**src/verilog/tiny86_pkg.sv**
```systemverilog
`default_nettype none

package tiny86_pkg;

    // --------------------
    // widths
    // --------------------

    typedef logic [15:0] addr_t; // byte address on the memory bus.
    typedef logic [7:0] byte_t;
    typedef logic [15:0] word_t;
    typedef logic [2:0] reg_idx_t; // register number in 8086 encoding order.

    // --------------------
    // register numbers
    // --------------------

    localparam reg_idx_t reg_ax = 3'd0;
    localparam reg_idx_t reg_cx = 3'd1;

    // --------------------
    // operations and states
    // --------------------

    typedef enum logic [3:0] {
        op_mov_imm,
        op_inc,
        op_dec,
        op_add_ax,
        op_load_al,
        op_store_al,
        op_store_ax,
        op_jmp,
        op_jnz,
        op_hlt,
        op_invalid
    } op_t;

    // The sequencer walks fetch, operands, an optional memory access and execute.
    typedef enum logic [2:0] {
        st_fetch,
        st_operand,
        st_exec,
        st_mem,
        st_halt
    } seq_state_t;

endpackage

`default_nettype wire

```
**src/verilog/tiny86_ifs.sv**
```systemverilog
`default_nettype none

// one byte request from the sequencer to the bus unit.
interface mem_req_if import tiny86_pkg::*; ();
    logic req; // single-cycle strobe.
    logic we;
    addr_t addr;
    byte_t wdata;
    logic done; // single-cycle strobe.
    byte_t rdata;

    modport requester (output req, we, addr, wdata, input done, rdata);
    modport server (input req, we, addr, wdata, output done, rdata);
endinterface

// register file access from the sequencer.
interface reg_if import tiny86_pkg::*; ();
    reg_idx_t rd_sel;
    word_t rd_data;
    logic wr_en;
    reg_idx_t wr_sel;
    logic [1:0] wr_byte_en; // bit 0 writes the low byte, bit 1 the high byte.
    word_t wr_data;

    modport user (
        output rd_sel, wr_en, wr_sel, wr_byte_en, wr_data,
        input rd_data
    );
    modport store (
        input rd_sel, wr_en, wr_sel, wr_byte_en, wr_data,
        output rd_data
    );
endinterface

`default_nettype wire

```
**src/verilog/opcode_decoder.sv**
```systemverilog
`default_nettype none

module opcode_decoder import tiny86_pkg::*; (
    input byte_t opcode,
    output op_t op,
    output logic [1:0] operand_count,
    output reg_idx_t op_reg
);

    assign op_reg = opcode[2:0]; // only meaningful for the register ranges.

    always_comb begin
        op = op_invalid;
        operand_count = 2'd0;
        casez (opcode)
            8'b1011_1???: begin // B8 to BF.
                op = op_mov_imm;
                operand_count = 2'd2;
            end
            8'b0100_0???: begin // 40 to 47.
                op = op_inc;
            end
            8'b0100_1???: begin // 48 to 4F.
                op = op_dec;
            end
            8'h05: begin
                op = op_add_ax;
                operand_count = 2'd2;
            end
            8'ha0: begin
                op = op_load_al;
                operand_count = 2'd2;
            end
            8'ha2: begin
                op = op_store_al;
                operand_count = 2'd2;
            end
            8'ha3: begin
                op = op_store_ax;
                operand_count = 2'd2;
            end
            8'heb: begin
                op = op_jmp;
                operand_count = 2'd1;
            end
            8'h75: begin
                op = op_jnz;
                operand_count = 2'd1;
            end
            8'hf4: begin
                op = op_hlt;
            end
            default: begin
                op = op_invalid;
                operand_count = 2'd0;
            end
        endcase
    end

endmodule

`default_nettype wire

```
**src/verilog/register_file.sv**
```systemverilog
`default_nettype none

module register_file import tiny86_pkg::*; (
    input wire logic clk,
    input wire logic reset,
    reg_if.store regs
);

    word_t registers [0:7];

    assign regs.rd_data = registers[regs.rd_sel];

    always_ff @(posedge clk) begin
        if (!reset) begin
            for (int i = 0; i < 8; i++) begin
                registers[i] <= '0;
            end
        end else if (regs.wr_en) begin
            if (regs.wr_byte_en[0]) begin
                registers[regs.wr_sel][7:0] <= regs.wr_data[7:0];
            end
            if (regs.wr_byte_en[1]) begin
                registers[regs.wr_sel][15:8] <= regs.wr_data[15:8];
            end
        end
    end

endmodule

`default_nettype wire

```
**src/verilog/bus_unit.sv**
```systemverilog
`default_nettype none

module bus_unit import tiny86_pkg::*; (
    input wire logic clk,
    input wire logic reset,
    mem_req_if.server mem,
    output addr_t address,
    input wire byte_t data_in,
    output byte_t data_out,
    output logic rd,
    output logic wr,
    input wire logic ready
);

    typedef enum logic {
        bus_idle,
        bus_wait
    } bus_state_t;

    bus_state_t state;

    // --------------------
    // bus cycle
    // --------------------

    always_ff @(posedge clk) begin
        if (!reset) begin
            state <= bus_idle;
            rd <= 1'b0;
            wr <= 1'b0;
            mem.done <= 1'b0;
        end else begin
            mem.done <= 1'b0;
            case (state)
                bus_idle: begin
                    if (mem.req) begin
                        address <= mem.addr; // held until ready.
                        data_out <= mem.wdata;
                        rd <= !mem.we;
                        wr <= mem.we;
                        state <= bus_wait;
                    end
                end
                bus_wait: begin
                    if (ready) begin
                        mem.rdata <= data_in;
                        rd <= 1'b0;
                        wr <= 1'b0;
                        mem.done <= 1'b1;
                        state <= bus_idle;
                    end
                end
                default: state <= bus_idle;
            endcase
        end
    end

endmodule

`default_nettype wire

```
**src/verilog/sequencer.sv**
```systemverilog
`default_nettype none

module sequencer import tiny86_pkg::*; #(
    parameter addr_t reset_vector = '0
) (
    input wire logic clk,
    input wire logic reset,
    mem_req_if.requester mem,
    reg_if.user regs,
    output byte_t opcode,
    input wire op_t op,
    input wire logic [1:0] operand_count,
    input wire reg_idx_t op_reg,
    output logic hlt,
    output logic error
);

    seq_state_t state;
    addr_t pc;
    logic busy; // a request is outstanding.
    logic zero;
    byte_t opcode_q;
    word_t imm_q; // operand bytes, little-endian.
    byte_t load_q;
    logic [1:0] operand_idx;
    logic [1:0] operand_next;
    logic mem_hi; // second byte of a word store.

    logic is_mem_op;
    logic is_reg_write;
    word_t alu_result;
    addr_t rel_target;

    // --------------------
    // decode helpers
    // --------------------

    // The decoder sees the fetched byte in the cycle it arrives.
    assign opcode = (state == st_fetch && mem.done) ? mem.rdata : opcode_q;

    assign operand_next = operand_idx + 2'd1;
    assign is_mem_op = (op == op_load_al) || (op == op_store_al) || (op == op_store_ax);
    assign is_reg_write = (op == op_mov_imm) || (op == op_inc) || (op == op_dec)
        || (op == op_add_ax) || (op == op_load_al);

    assign rel_target = pc + {{8{imm_q[7]}}, imm_q[7:0]}; // pc already points past rel8.

    always_comb begin
        case (op)
            op_inc: alu_result = regs.rd_data + 16'd1;
            op_dec: alu_result = regs.rd_data - 16'd1;
            op_add_ax: alu_result = regs.rd_data + imm_q;
            default: alu_result = imm_q;
        endcase
    end

    // --------------------
    // register access
    // --------------------

    assign regs.rd_sel = (op == op_inc || op == op_dec) ? op_reg : reg_ax;

    always_comb begin
        regs.wr_en = (state == st_exec) && is_reg_write;
        regs.wr_sel = (op == op_add_ax || op == op_load_al) ? reg_ax : op_reg;
        regs.wr_byte_en = (op == op_load_al) ? 2'b01 : 2'b11;
        regs.wr_data = (op == op_load_al) ? {8'h00, load_q} : alu_result;
    end

    // --------------------
    // state machine
    // --------------------

    always_ff @(posedge clk) begin
        if (!reset) begin
            state <= st_fetch;
            pc <= reset_vector;
            busy <= 1'b0;
            zero <= 1'b0;
            hlt <= 1'b0;
            error <= 1'b0;
            opcode_q <= '0;
            operand_idx <= '0;
            mem_hi <= 1'b0;
            mem.req <= 1'b0;
        end else begin
            mem.req <= 1'b0;
            case (state)
                st_fetch: begin
                    if (!busy) begin
                        mem.req <= 1'b1;
                        mem.we <= 1'b0;
                        mem.addr <= pc;
                        busy <= 1'b1;
                    end else if (mem.done) begin
                        busy <= 1'b0;
                        opcode_q <= mem.rdata;
                        pc <= pc + 16'd1;
                        operand_idx <= '0;
                        state <= (operand_count == 2'd0) ? st_exec : st_operand;
                    end
                end
                st_operand: begin
                    if (!busy) begin
                        mem.req <= 1'b1;
                        mem.we <= 1'b0;
                        mem.addr <= pc;
                        busy <= 1'b1;
                    end else if (mem.done) begin
                        busy <= 1'b0;
                        pc <= pc + 16'd1;
                        if (operand_idx[0]) begin
                            imm_q[15:8] <= mem.rdata;
                        end else begin
                            imm_q[7:0] <= mem.rdata;
                        end
                        operand_idx <= operand_next;
                        if (operand_next == operand_count) begin
                            state <= is_mem_op ? st_mem : st_exec;
                        end
                    end
                end
                st_mem: begin
                    if (!busy) begin
                        mem.req <= 1'b1;
                        mem.we <= (op != op_load_al);
                        mem.addr <= imm_q + {15'd0, mem_hi};
                        mem.wdata <= mem_hi ? regs.rd_data[15:8] : regs.rd_data[7:0];
                        busy <= 1'b1;
                    end else if (mem.done) begin
                        busy <= 1'b0;
                        load_q <= mem.rdata;
                        if (op == op_store_ax && !mem_hi) begin
                            mem_hi <= 1'b1; // high byte goes out next.
                        end else begin
                            mem_hi <= 1'b0;
                            state <= st_exec;
                        end
                    end
                end
                st_exec: begin
                    state <= st_fetch;
                    case (op)
                        op_inc, op_dec, op_add_ax: zero <= (alu_result == 16'd0);
                        op_jmp: pc <= rel_target;
                        op_jnz: begin
                            if (!zero) begin
                                pc <= rel_target;
                            end
                        end
                        op_hlt: begin
                            hlt <= 1'b1;
                            state <= st_halt;
                        end
                        op_invalid: begin
                            hlt <= 1'b1;
                            error <= 1'b1;
                            state <= st_halt;
                        end
                        default: begin
                        end
                    endcase
                end
                st_halt: begin
                    state <= st_halt; // only reset leaves this state.
                end
                default: state <= st_halt;
            endcase
        end
    end

endmodule

`default_nettype wire

```
**src/verilog/tiny86_top.sv**
```systemverilog
`default_nettype none

module tiny86_top import tiny86_pkg::*; #(
    parameter addr_t reset_vector = '0
) (
    input wire logic clk,
    input wire logic reset,
    output logic hlt,
    output logic error,
    output addr_t address,
    input wire byte_t data_in,
    output byte_t data_out,
    output logic rd,
    output logic wr,
    input wire logic ready
);

    byte_t opcode;
    op_t op;
    logic [1:0] operand_count;
    reg_idx_t op_reg;

    mem_req_if mem ();
    reg_if regs ();

    sequencer #(
        .reset_vector(reset_vector)
    ) u_sequencer (
        .clk(clk),
        .reset(reset),
        .mem(mem.requester),
        .regs(regs.user),
        .opcode(opcode),
        .op(op),
        .operand_count(operand_count),
        .op_reg(op_reg),
        .hlt(hlt),
        .error(error)
    );

    opcode_decoder u_decoder (
        .opcode(opcode),
        .op(op),
        .operand_count(operand_count),
        .op_reg(op_reg)
    );

    register_file u_register_file (
        .clk(clk),
        .reset(reset),
        .regs(regs.store)
    );

    bus_unit u_bus_unit (
        .clk(clk),
        .reset(reset),
        .mem(mem.server),
        .address(address),
        .data_in(data_in),
        .data_out(data_out),
        .rd(rd),
        .wr(wr),
        .ready(ready)
    );

endmodule

`default_nettype wire

```
**config.mk**
```make
export PLATFORM = sky130hd
export DESIGN_NAME = tiny86_top
export DESIGN_NICKNAME = d
export VERILOG_FILES = /design/src/verilog/tiny86_pkg.sv /design/src/verilog/tiny86_ifs.sv /design/src/verilog/opcode_decoder.sv /design/src/verilog/register_file.sv /design/src/verilog/bus_unit.sv /design/src/verilog/sequencer.sv /design/src/verilog/tiny86_top.sv
export SDC_FILE = /design/constraint.sdc
export NUM_CORES = 1
export LEC_CHECK = 0
export ABC_AREA = 1
export ABC_CLOCK_PERIOD_IN_PS = 5300
export BUFFER_PORTS_ARGS = -buffer_cell sky130_fd_sc_hd__buf_2
export CORE_ASPECT_RATIO = 1.5
export CORE_MARGIN = 1.5
export CORE_UTILIZATION = 55
export DETAILED_ROUTE_END_ITERATION = 8
export GPL_ROUTABILITY_DRIVEN = 0
export GPL_TIMING_DRIVEN = 0
export PLACE_DENSITY_LB_ADDON = 0.08
export SLEW_MARGIN = 40
export SYNTH_ARGS = -nofsm -noshare
export SYNTH_HDL_FRONTEND = slang
export SYNTH_HIERARCHICAL = 1
export SYNTH_SLANG_ARGS = --single-unit
```
**constraint.sdc**
```tcl
create_clock -name clk -period 5.3 [get_ports clk]
set_input_delay 1.06 -clock clk [delete_from_list [all_inputs] [get_ports clk]]
set_output_delay 1.06 -clock clk [all_outputs]
set_load 0.05 [all_outputs]
```
==> summary.txt <==
Design Power - 5.47 mW
Die Footprint - 25800 um2
CP required - 5650 ps
worst hold path type - reg2reg
GR Overflow Total - 0
CTS H-tree depth - 1
die height - 196 um
Worst path slowest cell - dfxtp_2
Fmax - 200 MHz
kind of start point of the critical path - register
Critical Path Fanout Max - 10
Cell Area, Synth - 13600 um2
asr flop ratio synth - 0%
final hold vios - 0
Placement Cell Area - 14300 um2
routed vias/inst - 5.40
Ys Warns - 6
Fin Hold WS - 418 ps
I/O Pins - 39
Synth Net Count - 1716
final instance area - 15500 um2
global-route wire length before repair - 56.3 mm
worst skew pair latency - 530 ps
DRT Pass-1 Iters - 5
Worst setup EP type - register
register area share after synthesis - 51.7%
CTS max path bufs - 3
area grow syn2layout - 13.7%
CTS tree - built
Setup Total Neg Slack - 0 ps
critical path type - reg2reg
largest net degree at the start of global routing - 23
peak supply drop - 0.333 mV
Flop pwr share - 43.6%
share of cells above drive strength 1 - 14.3%
slew of the pin with the lowest slew margin - 784 ps
Synth Area per Inst - 8.16 um2
Sw Ratio - 31.0%
most used cell, CP - nand2_1
CTS clk-pin slew, worst paths - 60 ps
Max Slew Vio Count - 0
Area contributors post-synth - edfxtp_1 46%, nand2_1 12%, inv_1 7.5%
Final Instance Count excl. Fillers - 2082
CP max stage delay - 350 ps
Int Power - 3.78 mW
ANT cells - 0
DRT antenna net count - 0
Post-synth EDFFs - 209
Starting Density - 56.0%
WL/cell - 17.5 um
Slew headroom - 47.4%
Finish-stage setup viols - 0
CTS hold repair buffers - 0
status - completed
clock root cell - clkbuf_16
die span in x - 132 um
initial antenna violation count - 0
vias post-DR - 11233
Final period util - 94.2%
hpwl dp - 27.6 mm
clock share of power - 33.2%
number of global-route vias before repair - 10984
CP arrival - 5340 ps
WL final - 36.5 mm
register bit total from synthesis - 248
dominant cell type by area after synthesis - edfxtp_1
Psw - 1.70 mW
input/output buffers - 38
area share of the leading cell type in the synthesized netlist - 46.0%
Remaining DRCs - 0
Syn Inst Count - 1671
max_cap viols - 0
Synth Flop Type - edfxtp_1
cell count after placement - 2037
layout net count - 1785
detailed router's first-iteration violation count - 745
gr usage total - 28.3%
worst clock skew - 19.4 ps
Rows - 70
CTS buffer count - 24
combinational power share - 23.2%
Cell variety after synth - 44
clk sinks - 248
power density over the cells - 353 nW/um2
cell leakage power - 6.87 nW
total core area - 24300 um2
final critical-path required period - 4990 ps
-- cells by family after synthesis --
group / synth area share, %
DFF: 51.7
adders and majority gates: 3.23
xor gates and xnor gates: 1.28
and+or+nand+nor: 26.8
AOI/OAI and AO/OA: 6.81
buffers and inverters: 10.1
other: 0.0275
-- power groups by stage --
stage               combinational, mW  sequential, mW  clock [mW]
floorplan                       0.770            2.48           0
global placement                 1.15            2.42           0
detailed placement               1.18            2.42           0
CTS                              1.20            2.38        1.84
global route                     1.39            2.40        1.92
finish                           1.27            2.39        1.82
-- flip-flops by register name, summed over array words and instances (netlist names) --
signal	flops
u_bus_unit/mem.done	1
u_sequencer/load_q	8
u_sequencer/error	1
u_sequencer/imm_q	16
u_register_file/registers	128
u_sequencer/opcode_q	8
u_sequencer/pc	16
u_sequencer/mem.we	1
u_bus_unit/address	16
u_bus_unit/wr	1
u_sequencer/hlt	1
u_sequencer/mem_hi	1
u_bus_unit/mem.rdata	8
u_sequencer/operand_idx	2
u_bus_unit/rd	1
u_bus_unit/data_out	8
u_sequencer/zero	1
u_sequencer/mem.addr	16
u_sequencer/state	3
u_sequencer/mem.req	1
u_bus_unit/state	1
u_sequencer/busy	1
u_sequencer/mem.wdata	8
-- worst max-delay path, delay by kind of cell, from the launching register on --
family                     cells  cell delay, ps
AOI/OAI and AO/OA              4             580
adders and majority gates      1             310
buffers and inverters          7            1110
and+or+nand+nor               22            2430
DFF                            1             350
-- timing repair --
action / 4_1_cts / 5_1_grt
buffers inserted: 1 / 0
pin swaps: 1 / 3
setup endpoints to repair: 121 / 121
gates resized for setup: 33 / 75
-- synth_stat cells, drive strengths merged (2+ instances only) --
cell    instances
nand3         138
o22ai           2
nand2         451
edfxtp        209
a21o            4
nor2          160
dfxtp          39
o211ai          3
a31oi           2
buf            38
nand3b          2
nand4          10
xor2           12
a21oi          66
fa              2
nor3           79
o31ai           3
xnor2           8
ha             32
and2            2
o21ai          89
clkbuf         22
inv           289
-- layout make-up --
type,instances,area (um2)
Multi-Input combinational cell,1073,5510
Inverter,290,1090
Clock inverter,8,116
Timing Repair Buffer,43,248
Clock buffer,36,729
Buffer,60,354
Tap cell,324,405
Sequential cell,248,7060
Fill cell,2162,8840
-- routing by layer --
metal,track usage [%],vias up,part of all wire [%]
li1,-,5537,-
met1,29.2,5203,36
met2,53.1,355,52
met3,2.61,138,4.1
met4,20.6,0,8.0
met5,0,-,0
-- final timing paths --
kind,from,to,depth (start not counted),slack (ps)
worst min-delay path,u_sequencer/mem.addr[7]$_DFFE_PP_,u_bus_unit/address[7]$_DFFE_PP_,0,420
worst min register to register,u_sequencer/mem.addr[7]$_DFFE_PP_,u_bus_unit/address[7]$_DFFE_PP_,0,420
worst max register to register,u_sequencer/state[2]$_SDFFE_PN0P_,u_register_file/registers[3][5]$_SDFFCE_PN0P_,34,310
worst max-delay path,u_sequencer/state[2]$_SDFFE_PN0P_,u_register_file/registers[3][5]$_SDFFCE_PN0P_,34,310
-- through the flow --
step,worst slack (ps),util (%)
floorplan,740,-
global placement,-548,58.5
detailed placement,-648,58.8
CTS,46.1,62.7
global route,-41.6,63.7
finish,307,63.7
-- cells in the final DEF, fill, tap and decap left out, types with 9 or more instances in the layout --
master	instances
nand3_2	16
inv_2	28
ha_4	9
nand2_1	434
clkbuf_16	27
clkbuf_1	18
buf_4	18
buf_2	59
edfxtp_1	209
o21ai_1	17
o21ai_0	67
nand3_1	122
nand4_1	10
nor3_2	12
ha_1	21
xor2_1	12
inv_1	261
dfxtp_1	37
nor3_1	67
nand2_2	17
a21oi_1	54
nor2_2	15
nor2_1	140
(Power assumes the default switching activity.)
